$ cat src/verilog/telemetry_consts.svh
//~~~~~~~~~~~~~~~~~~~~~~~~~~~~~~~~~~~~~~~~~~~~~~~~~~~~~~~~~~
// telemetry constants
// channel scan, buffer sizing and serial bit timing
//~~~~~~~~~~~~~~~~~~~~~~~~~~~~~~~~~~~~~~~~~~~~~~~~~~~~~~~~~~

`ifndef TELEMETRY_CONSTS_SVH
`define TELEMETRY_CONSTS_SVH

// channels on the external analog multiplexer
`define TEL_NUM_CHANNELS 8

// width of the channel select, must cover TEL_NUM_CHANNELS
`define TEL_CHAN_W 3

// sample buffer slots
// also the number of credits the sequencer starts with
`define TEL_BUF_DEPTH 4

// clocks per serial bit
`define TEL_BIT_CYCLES 8

`endif
$ cat src/verilog/telemetry_pkg.sv
//~~~~~~~~~~~~~~~~~~~~~~~~~~~~~~~~~~~~~~~~~~~~~~~~~~~~~~~~~~
// telemetry package
// sample type and the state encodings of scan and framer
//~~~~~~~~~~~~~~~~~~~~~~~~~~~~~~~~~~~~~~~~~~~~~~~~~~~~~~~~~~

`default_nettype none

package telemetry_pkg;

	// one ADC conversion result
	typedef logic [7:0] sample_t;

	// scan sequencer states
	typedef enum logic [1:0] {
		// waiting for a free buffer credit
		ACQ_IDLE    = 2'd0,
		// mux enabled, analog input settling
		ACQ_SETTLE  = 2'd1,
		// soc issued, waiting for eoc
		ACQ_CONVERT = 2'd2,
		// sample pushed, channel stepped
		ACQ_ADVANCE = 2'd3
	} acq_state_t;

	// position of the transmitter inside a frame
	typedef enum logic [1:0] {
		// line idles high
		FRM_IDLE  = 2'd0,
		// start bit, line low
		FRM_START = 2'd1,
		// eight data bits, msb first
		FRM_DATA  = 2'd2,
		// stop bit, line high
		FRM_STOP  = 2'd3
	} frame_bit_t;

endpackage

`default_nettype wire

$ cat src/verilog/telemetry_top.sv
//~~~~~~~~~~~~~~~~~~~~~~~~~~~~~~~~~~~~~~~~~~~~~~~~~~~~~~~~~~
// telemetry top
// scan sequencer, sample buffer and serial framer
//~~~~~~~~~~~~~~~~~~~~~~~~~~~~~~~~~~~~~~~~~~~~~~~~~~~~~~~~~~

`include "telemetry_consts.svh"

`timescale 1ns/1ps
`default_nettype none

module telemetry_top (
	input  logic                   clock,
	input  logic                   rst_n,
	output logic                   mux_en,
	output logic [`TEL_CHAN_W-1:0] channel,
	output logic                   soc,
	input  logic                   eoc,
	input  telemetry_pkg::sample_t data_in,
	input  logic                   dsr,
	output logic                   data_out
);
	import telemetry_pkg::*;

	// sequencer to buffer
	logic push;
	sample_t push_data;

	// buffer to framer
	logic pop;
	logic pop_valid;
	sample_t pop_data;

	// framer back to sequencer
	logic credit_return;

	acq_sequencer u_seq (
		.clock         (clock),
		.rst_n         (rst_n),
		.eoc           (eoc),
		.data_in       (data_in),
		.credit_return (credit_return),
		.mux_en        (mux_en),
		.soc           (soc),
		.channel       (channel),
		.push          (push),
		.push_data     (push_data)
	);

	sample_buffer u_buf (
		.clock     (clock),
		.rst_n     (rst_n),
		.push      (push),
		.push_data (push_data),
		.pop       (pop),
		.pop_valid (pop_valid),
		.pop_data  (pop_data)
	);

	serial_framer u_framer (
		.clock         (clock),
		.rst_n         (rst_n),
		.pop_valid     (pop_valid),
		.pop_data      (pop_data),
		.dsr           (dsr),
		.pop           (pop),
		.credit_return (credit_return),
		.data_out      (data_out)
	);

endmodule

`default_nettype wire

$ cat src/verilog/serial_framer.sv
//~~~~~~~~~~~~~~~~~~~~~~~~~~~~~~~~~~~~~~~~~~~~~~~~~~~~~~~~~~
// serial framer
// start, 8 data bits msb first, stop, each bit held for a
// fixed clock count, one credit returned per frame
//~~~~~~~~~~~~~~~~~~~~~~~~~~~~~~~~~~~~~~~~~~~~~~~~~~~~~~~~~~

`include "telemetry_consts.svh"

`timescale 1ns/1ps
`default_nettype none

module serial_framer (
	input  logic                   clock,
	input  logic                   rst_n,
	input  logic                   pop_valid,
	input  telemetry_pkg::sample_t pop_data,
	input  logic                   dsr,
	output logic                   pop,
	output logic                   credit_return,
	output logic                   data_out
);
	import telemetry_pkg::*;

	localparam int DATA_BITS = $bits(sample_t);
	localparam int IDX_W = $clog2(DATA_BITS);
	localparam int DIV_W = (`TEL_BIT_CYCLES > 1) ? $clog2(`TEL_BIT_CYCLES) : 1;
	localparam logic [DIV_W-1:0] DIV_LAST = DIV_W'(`TEL_BIT_CYCLES - 1);
	localparam logic [IDX_W-1:0] IDX_LAST = IDX_W'(DATA_BITS - 1);

	frame_bit_t state;
	logic [DIV_W-1:0] div_cnt;
	logic [IDX_W-1:0] bit_idx;
	sample_t shift_reg;
	logic bit_end;

	// last clock of the current bit period
	assign bit_end = (div_cnt == DIV_LAST);

	// take the head entry only when the terminal is ready
	assign pop = (state == FRM_IDLE) && pop_valid && dsr;

	// slot is free again once the stop bit has fully gone out
	assign credit_return = (state == FRM_STOP) && bit_end;

	// frame position, bit divider and line level
	always_ff @(posedge clock or negedge rst_n) begin
		if (!rst_n) begin
			state <= FRM_IDLE;
			div_cnt <= '0;
			bit_idx <= '0;
			data_out <= 1'b1;
		end else begin
			// divider runs only inside a frame
			if (state == FRM_IDLE || bit_end) begin
				div_cnt <= '0;
			end else begin
				div_cnt <= div_cnt + 1'b1;
			end
			case (state)
				FRM_IDLE: begin
					data_out <= 1'b1;
					if (pop) begin
						data_out <= 1'b0;
						state <= FRM_START;
					end
				end
				FRM_START: begin
					if (bit_end) begin
						bit_idx <= '0;
						data_out <= shift_reg[DATA_BITS-1];
						state <= FRM_DATA;
					end
				end
				FRM_DATA: begin
					if (bit_end) begin
						if (bit_idx == IDX_LAST) begin
							data_out <= 1'b1;
							state <= FRM_STOP;
						end else begin
							bit_idx <= bit_idx + 1'b1;
							data_out <= shift_reg[DATA_BITS-1];
						end
					end
				end
				FRM_STOP: begin
					if (bit_end) begin
						state <= FRM_IDLE;
					end
				end
				default: begin
					state <= FRM_IDLE;
				end
			endcase
		end
	end

	// shift register, msb leaves first
	always_ff @(posedge clock) begin
		if (pop) begin
			shift_reg <= pop_data;
		end else if (bit_end && (state == FRM_START || state == FRM_DATA)) begin
			shift_reg <= {shift_reg[DATA_BITS-2:0], 1'b0};
		end
	end

endmodule

`default_nettype wire

$ cat src/verilog/sample_buffer.sv
//~~~~~~~~~~~~~~~~~~~~~~~~~~~~~~~~~~~~~~~~~~~~~~~~~~~~~~~~~~
// sample buffer
// circular FIFO between the sequencer and the framer
//~~~~~~~~~~~~~~~~~~~~~~~~~~~~~~~~~~~~~~~~~~~~~~~~~~~~~~~~~~

`include "telemetry_consts.svh"

`timescale 1ns/1ps
`default_nettype none

module sample_buffer (
	input  logic                   clock,
	input  logic                   rst_n,
	input  logic                   push,
	input  telemetry_pkg::sample_t push_data,
	input  logic                   pop,
	output logic                   pop_valid,
	output telemetry_pkg::sample_t pop_data
);
	import telemetry_pkg::*;

	localparam int DEPTH = `TEL_BUF_DEPTH;
	localparam int PTR_W = (DEPTH > 1) ? $clog2(DEPTH) : 1;
	localparam int CNT_W = $clog2(DEPTH + 1);
	localparam logic [PTR_W-1:0] PTR_LAST = PTR_W'(DEPTH - 1);

	sample_t mem [DEPTH];
	logic [PTR_W-1:0] wr_ptr;
	logic [PTR_W-1:0] rd_ptr;
	logic [CNT_W-1:0] count;
	logic do_pop;

	// head entry is valid whenever something is stored
	assign pop_valid = (count != '0);
	assign pop_data = mem[rd_ptr];

	// ignore a pop on an empty buffer
	assign do_pop = pop && pop_valid;

	// storage
	// no full check, the credit count keeps pushes within DEPTH
	always_ff @(posedge clock) begin
		if (push) begin
			mem[wr_ptr] <= push_data;
		end
	end

	// pointers wrap at DEPTH
	always_ff @(posedge clock or negedge rst_n) begin
		if (!rst_n) begin
			wr_ptr <= '0;
			rd_ptr <= '0;
		end else begin
			if (push) begin
				wr_ptr <= (wr_ptr == PTR_LAST) ? '0 : wr_ptr + 1'b1;
			end
			if (do_pop) begin
				rd_ptr <= (rd_ptr == PTR_LAST) ? '0 : rd_ptr + 1'b1;
			end
		end
	end

	// occupancy
	// simultaneous push and pop leave it unchanged
	always_ff @(posedge clock or negedge rst_n) begin
		if (!rst_n) begin
			count <= '0;
		end else begin
			case ({push, do_pop})
				2'b10: count <= count + 1'b1;
				2'b01: count <= count - 1'b1;
				default: count <= count;
			endcase
		end
	end

endmodule

`default_nettype wire

$ cat src/verilog/acq_sequencer.sv
//~~~~~~~~~~~~~~~~~~~~~~~~~~~~~~~~~~~~~~~~~~~~~~~~~~~~~~~~~~
// acquisition sequencer
// steps the mux, runs the ADC soc/eoc handshake, captures
// samples and spends one credit per pushed sample
//~~~~~~~~~~~~~~~~~~~~~~~~~~~~~~~~~~~~~~~~~~~~~~~~~~~~~~~~~~

`include "telemetry_consts.svh"

`timescale 1ns/1ps
`default_nettype none

module acq_sequencer (
	input  logic                   clock,
	input  logic                   rst_n,
	input  logic                   eoc,
	input  telemetry_pkg::sample_t data_in,
	input  logic                   credit_return,
	output logic                   mux_en,
	output logic                   soc,
	output logic [`TEL_CHAN_W-1:0] channel,
	output logic                   push,
	output telemetry_pkg::sample_t push_data
);
	import telemetry_pkg::*;

	localparam int CHAN_W = `TEL_CHAN_W;
	localparam int CREDIT_W = $clog2(`TEL_BUF_DEPTH + 1);
	// cycles the mux is held before soc
	localparam int SETTLE_CYCLES = 2;
	localparam int SETTLE_W = (SETTLE_CYCLES > 1) ? $clog2(SETTLE_CYCLES) : 1;

	localparam logic [CHAN_W-1:0] LAST_CHANNEL = CHAN_W'(`TEL_NUM_CHANNELS - 1);
	localparam logic [CREDIT_W-1:0] CREDIT_MAX = CREDIT_W'(`TEL_BUF_DEPTH);
	localparam logic [SETTLE_W-1:0] SETTLE_LAST = SETTLE_W'(SETTLE_CYCLES - 1);

	acq_state_t state;
	logic [SETTLE_W-1:0] settle_cnt;
	logic [CREDIT_W-1:0] credits;
	logic has_credit;
	logic capture;
	logic [CHAN_W-1:0] channel_next;

	// a conversion may only begin with a free slot reserved
	assign has_credit = (credits != '0);

	// end of conversion seen while converting
	assign capture = (state == ACQ_CONVERT) && eoc;

	// channel step with wrap after the last mux input
	assign channel_next = (channel == LAST_CHANNEL) ? '0 : channel + 1'b1;

	// scan FSM, soc and push are single cycle pulses
	always_ff @(posedge clock or negedge rst_n) begin
		if (!rst_n) begin
			state <= ACQ_IDLE;
			settle_cnt <= '0;
			mux_en <= 1'b0;
			soc <= 1'b0;
			push <= 1'b0;
			channel <= '0;
		end else begin
			soc <= 1'b0;
			push <= 1'b0;
			case (state)
				ACQ_IDLE: begin
					// no credit means back-pressure, mux stays off
					if (has_credit) begin
						mux_en <= 1'b1;
						settle_cnt <= '0;
						state <= ACQ_SETTLE;
					end
				end
				ACQ_SETTLE: begin
					if (settle_cnt == SETTLE_LAST) begin
						soc <= 1'b1;
						state <= ACQ_CONVERT;
					end else begin
						settle_cnt <= settle_cnt + 1'b1;
					end
				end
				ACQ_CONVERT: begin
					// data_in is valid in the eoc cycle only
					if (capture) begin
						mux_en <= 1'b0;
						push <= 1'b1;
						channel <= channel_next;
						state <= ACQ_ADVANCE;
					end
				end
				ACQ_ADVANCE: begin
					state <= ACQ_IDLE;
				end
				default: begin
					state <= ACQ_IDLE;
				end
			endcase
		end
	end

	// sample register, loaded on eoc
	always_ff @(posedge clock) begin
		if (capture) begin
			push_data <= data_in;
		end
	end

	// credit count
	// one spent per push, one back per finished frame
	always_ff @(posedge clock or negedge rst_n) begin
		if (!rst_n) begin
			credits <= CREDIT_MAX;
		end else begin
			case ({push, credit_return})
				2'b10: credits <= credits - 1'b1;
				2'b01: credits <= credits + 1'b1;
				default: credits <= credits;
			endcase
		end
	end

endmodule

`default_nettype wire

$ cat config.mk
export PLATFORM = sky130hd
export DESIGN_NAME = telemetry_top
export DESIGN_NICKNAME = d
export VERILOG_FILES = /design/src/verilog/telemetry_pkg.sv /design/src/verilog/telemetry_top.sv /design/src/verilog/serial_framer.sv /design/src/verilog/sample_buffer.sv /design/src/verilog/acq_sequencer.sv
export VERILOG_INCLUDE_DIRS = /design/src /design/src/verilog
export SDC_FILE = /design/constraint.sdc
export NUM_CORES = 1
export LEC_CHECK = 0
export BUFFER_PORTS_ARGS = -buffer_cell sky130_fd_sc_hd__buf_2
export CORE_MARGIN = 4
export CORE_UTILIZATION = 55
export CTS_CLUSTER_DIAMETER = 200
export DETAILED_ROUTE_END_ITERATION = 16
export PLACE_DENSITY = 0.81
export SYNTH_ARGS = -nofsm -noshare
export SYNTH_HDL_FRONTEND = slang
export SYNTH_SLANG_ARGS = --single-unit
$ cat constraint.sdc
create_clock -name clock -period 2.9 [get_ports clock]
set_input_delay 0.145 -clock clock [delete_from_list [all_inputs] [get_ports clock]]
set_output_delay 0.145 -clock clock [all_outputs]
set_load 0.005 [all_outputs]
* Yosys cells after proc, flatten, opt, wreduce, memory -nomap -nowiden *
Memories as Yosys holds them, arrays and structs flattened.
Cells that the tools add are included.
Widths: inputs -> output; s select.

storage, ports and cells
  flip-flop bits (word level) = 44
  RAM bits = 32
  output and inout bits = 6
  word-level logic and storage cells = 116
  memories = 1

memory list
  name       depth  width  read ports  clocked after Yosys merged registers in  write ports  RTL line             RTL
  u_buf.mem  4      8      1           0                                        1            sample_buffer.sv:27  sample_t mem [DEPTH];

cells by class
  add/subtract/negate cells = 10
  equal/unequal tests = 24
  mux-type cells = 39
  reduce and logical (&&, ||, !) cells = 26

operator list
  operator             number
  $mux 2               10
  $pmux 3 s2           3
  $eq 2x2->1 const B   8
  $mux 8               2
  $pmux 2 s4           2
  $add 3x1->3 const B  5
  $mux 3               5
  $mux 1               14
  $ne 2x1->1 const B   7
  $reduce_bool 2->1    6
  $eq 3x3->1 const B   3
  $reduce_and 3->1     3
  $reduce_bool 3->1    3
  $eq 2x1->1 const B   4
  $logic_and 1x1->1    6
  $sub 3x1->3 const B  2
  $reduce_and 5->1     1
  $add 2x1->2 const B  2
  $logic_not 2->1      2
  $ne 2x2->1 const B   2
  $pmux 1 s2           2
  $reduce_and 2->1     2
  $reduce_and 4->1     1
  $pmux 1 s3           1
  other kinds (2)      3

* Depth between registers and ports, before layout *
  depth after elaboration = 6
  depth in mapped cells = 11

* Modules after synthesis *
From an unflattened synthesis, not the netlist that was laid out.

unflattened totals
  cell total of the unflattened synthesis = 224
  area total of the unflattened synthesis = 3358.2 sq um

modules (own cells, without submodules)
  module         times used  cells an instance  area each (sq um)  sequential area each (sq um)
  sample_buffer  1           81                 1587.8             1136.1
  serial_framer  1           85                 904.6              466.7
  acq_sequencer  1           58                 865.8              541.8

* Worst setup path after synthesis *
Ideal clock, no wire load.

  path type = register to register
  start = register u_framer.state[0]
  end = register u_buf.count[2]
  arrival = 2.098 ns
  path slack = 0.723 ns
  stages on the path, launching flop included = 12
  period minus slack after synthesis = 2.177 ns
  cells stage by stage = dfrtp_1 > inv_1 > ha_1 > nand3_4 > buf_8 > inv_1 > ha_1 > inv_1 > fa_1 > xor2_1 > nor2_1 > xor2_1

between the ends
  word-level cells in the longest chain between the ends = 6
  elaborated cells between the ends (all ways) = 8

RTL lines
  item                                                    RTL line             RTL
  from (decl)                                             serial_framer.sv:30  frame_bit_t state;
  from (signal assigned)                                  serial_framer.sv:48  state <= FRM_IDLE;
  from (signal assigned)                                  serial_framer.sv:64  state <= FRM_START;
  from (signal assigned)                                  serial_framer.sv:71  state <= FRM_DATA;
  $logic_not 2->1 (*)                                     serial_framer.sv:40  assign pop = (state == FRM_IDLE) && pop_valid && dsr;
  $logic_and 1x1->1 (*) (2 in series)                     serial_framer.sv:40
  $logic_and 1x1->1 (*)                                   sample_buffer.sv:38  assign do_pop = pop && pop_valid;
  $eq 2x1->1 / $eq 2x2->1 (equally long branches)         sample_buffer.sv:69  case ({push, do_pop})
  $pmux 3 s2 / $reduce_bool 2->1 (equally long branches)  --
  to (signal assigned)                                    sample_buffer.sv:70  2'b10: count <= count + 1'b1;
  to (signal assigned)                                    sample_buffer.sv:71  2'b01: count <= count - 1'b1;
  to (signal assigned)                                    sample_buffer.sv:72  default: count <= count;
  to (decl)                                               sample_buffer.sv:30  logic [CNT_W-1:0] count;

Every way passes the cells marked *; elsewhere a longest branch is shown, timed or not.
A chain may end at the register's enable or synchronous reset.

* Worst setup path after layout *
Same ends and word-level chain as after synthesis.

==> qor.yml <==
status: "complete, no violations"
tightest_slew_ns: 0.629
yosys-top-cells-count: "edfxtp_1, dfrtp_1, ha_1, inv_1, mux2_2"
synth_top_area_share_pct: 43.4
r2r_start: "u_framer.state[0]"
areaGrowthSynthToFinish_pct: 13.5
holdPathStages: 4
timing.fmax_mhz: 418
hold_violations: 0
via_count: 1723
drive_gt1_share_pct: 24.9
fin_skew_ns: 0.00503
finalNetCount: 276
antenna_found_initial: 0
dieHeight_um: 85.7
critPathArrivalTime_ns: 2.66
hp-class: "in -> reg"
drt_iter0_markers: 70
largest_reg_flops: 32
rsz0062_at_grt: "false"
remaining_drc_errors: 0
yosysSeqAreaShare_pct: 64.6
start_util_pct: 56.4
met2_length_mm: 2.47
wl_mm: 4.94
core_sq_mm: 0.00589
cts_resized: 0
start_kind: "flip-flop"
path_clk_slew_ns: 0.08
worst_setup_path_end_kind: "flip-flop"
critPathKind: "reg -> reg"
wl_met3_um: 173
slowest_delay_ns: 0.44
slowest_stage: "dfrtp_1"
final.min_clock_period_ns: 2.39
gp_congestion: 0.718
synth_area_per_cell_sq_um: 16.0
wl_per_cell_um: 15.4
worstSetupStartpoint: "u_framer.state[0]"
maxCapViolCount: 0
synth_warnings: 0
synthMostInstantiatedCell: "edfxtp_1"
grt_pass1_wl_mm: 8.73
irDropWorstVdd_v: 0.000697
syn_area_sq_mm: 0.00332
synth_seq_cells: 76
synth-edff-count: 48
ys_types: 37
synth_cells: 208
maxSlewHeadroom_pct: 58.0
maxSlewViolCount: 0
reg2reg_depth: 10
cp_max_fo: 14
hpwlAfterDp_mm: 3.21
ff2ff_setup_slack_ns: 0.51
async_flop_share_pct: 36.8
required_ns: 3.17
top_layer_used: "met4"
crit_top_cell: "inv_1"
grt_max_degree: 29
reg2reg_to: "u_buf.count[2]"
worst_hold_slack_ns: 0.269
cts_tree: "yes"
n_antenna_cell: 0
clock_latency_ns: 0.35
synth_top_flop_cell: "edfxtp_1"
cts.sinks: 76
syn_nets: 244
endpoint: "u_buf.count[2]"
antenna_left: 0
synth.area.top_cells: "edfxtp_1, dfrtp_1, ha_1"
port_buffers: 17
first_pass_iters: 6
first_global_vias: 1855
grt_overflow: 0
post-cts-setup-buffers: 0
die_w_um: 85.7
fin_setup_tns_ns: 0
powerDensity_mw_per_mm2: 963
path_cells: "inv_1 > ha_1 > nand3_4 > inv_1 > ha_1 > inv_1 > fa_1 > xor2_1 > nor2_1 > xor2_1"
avgViaCountPerCell: 5.38
grt.total_usage_pct: 15.8
num_rows: 28
synth.largest_area_cell: "edfxtp_1"
cts_root_buf: "clkbuf_8"
clock_path_buffers: 2
finalSetupViolCount: 0
dieArea_sq_mm: 0.00734
wl_met1_mm: 2.18
cts_max_level: 3
period_share_pct: 82.5
cts-buffers-inserted: 9
power_leakage_nw: 1.54
ios: 18
==> per-layer routing <==
layer	up-vias	track usage (%)
li1	825	-
met2	32	24.6
met3	10	5.19
met5	-	0
met1	856	20.3
met4	0	7.34
==> logic make-up after synthesis <==
kind of cell | share of synthesized area, %
compound gates | 5.28
xor+xnor | 1.58
fa+ha+maj | 9.50
buf+inv | 2.86
flops | 64.6
mux | 10.2
simple gates | 5.96
==> cell type report <==
cell class	instances	area [sq um]
Timing Repair Buffer	26	175
Fill cell	406	2120
Sequential cell	76	2140
Clock buffer	9	124
Multi-Input combinational cell	112	1080
Inverter	15	56.3
Clock inverter	7	92.6
Tap cell	75	93.8
==> report_power, final <==
| part | switching, mW | internal [mW] |
|---|---|---|
| Combinational | 0.532 | 0.549 |
| Clock | 0.429 | 0.421 |
| Sequential | 0.222 | 1.48 |
| Total | 1.18 | 2.45 |
==> worst min path at each step <==
| stage | start | endpoint | slack (ns) |
|---|---|---|---|
| CTS | eoc | u_seq.channel[0] | 0.26 |
| detailed placement | rst_n | u_framer.bit_idx[1] | 0.21 |
| global placement | rst_n | u_framer.div_cnt[1] | 0.20 |
| global route | eoc | u_seq.state[1] | 0.29 |
| floorplan | rst_n | u_buf.count[0] | -0.15 |
| finish | eoc | u_seq.state[0] | 0.27 |
==> layout by cell type, fill, tap and decap left out, types with 9 or more instances in the layout <==
master and instances:
buf_2 17, dlygate4sd3_1 9, clkbuf_8 9, edfxtp_1 48, dfrtp_1 26, o21ai_0 10, mux2_2 11, ha_1 22
inv_1 15, nand2_1 9
==> metrics by stage <==
step	utilization [%]	setup slack, ns	power, mW	std cells	cell area, sq um
6_report	64.0	0.507	3.63	320	3770
5_1_grt	64.0	0.372	3.89	320	3770
4_1_cts	64.0	0.501	3.67	320	3770
3_5_place_dp	58.8	0.542	2.80	295	3460
3_3_place_gp	58.8	0.659	2.74	295	3460
2_1_floorplan	-	0.723	2.54	208	3320
==> worst max-delay path, delay by kind of cell (launching register included) <==
family,cells,cell delay [ns]
XOR/XNOR,2,0.31
adder cells (fa/ha/maj),3,0.93
buffers and inverters,3,0.28
flip-flops,1,0.44
AND/OR/NAND/NOR,2,0.36
==> what timing repair did <==
action                                  in CTS  in global routing
hold endpoints to repair                    34                  0
endpoints found under the setup margin       0                  0
hold buffers                                 9                  0
(Power assumes the default switching activity.)
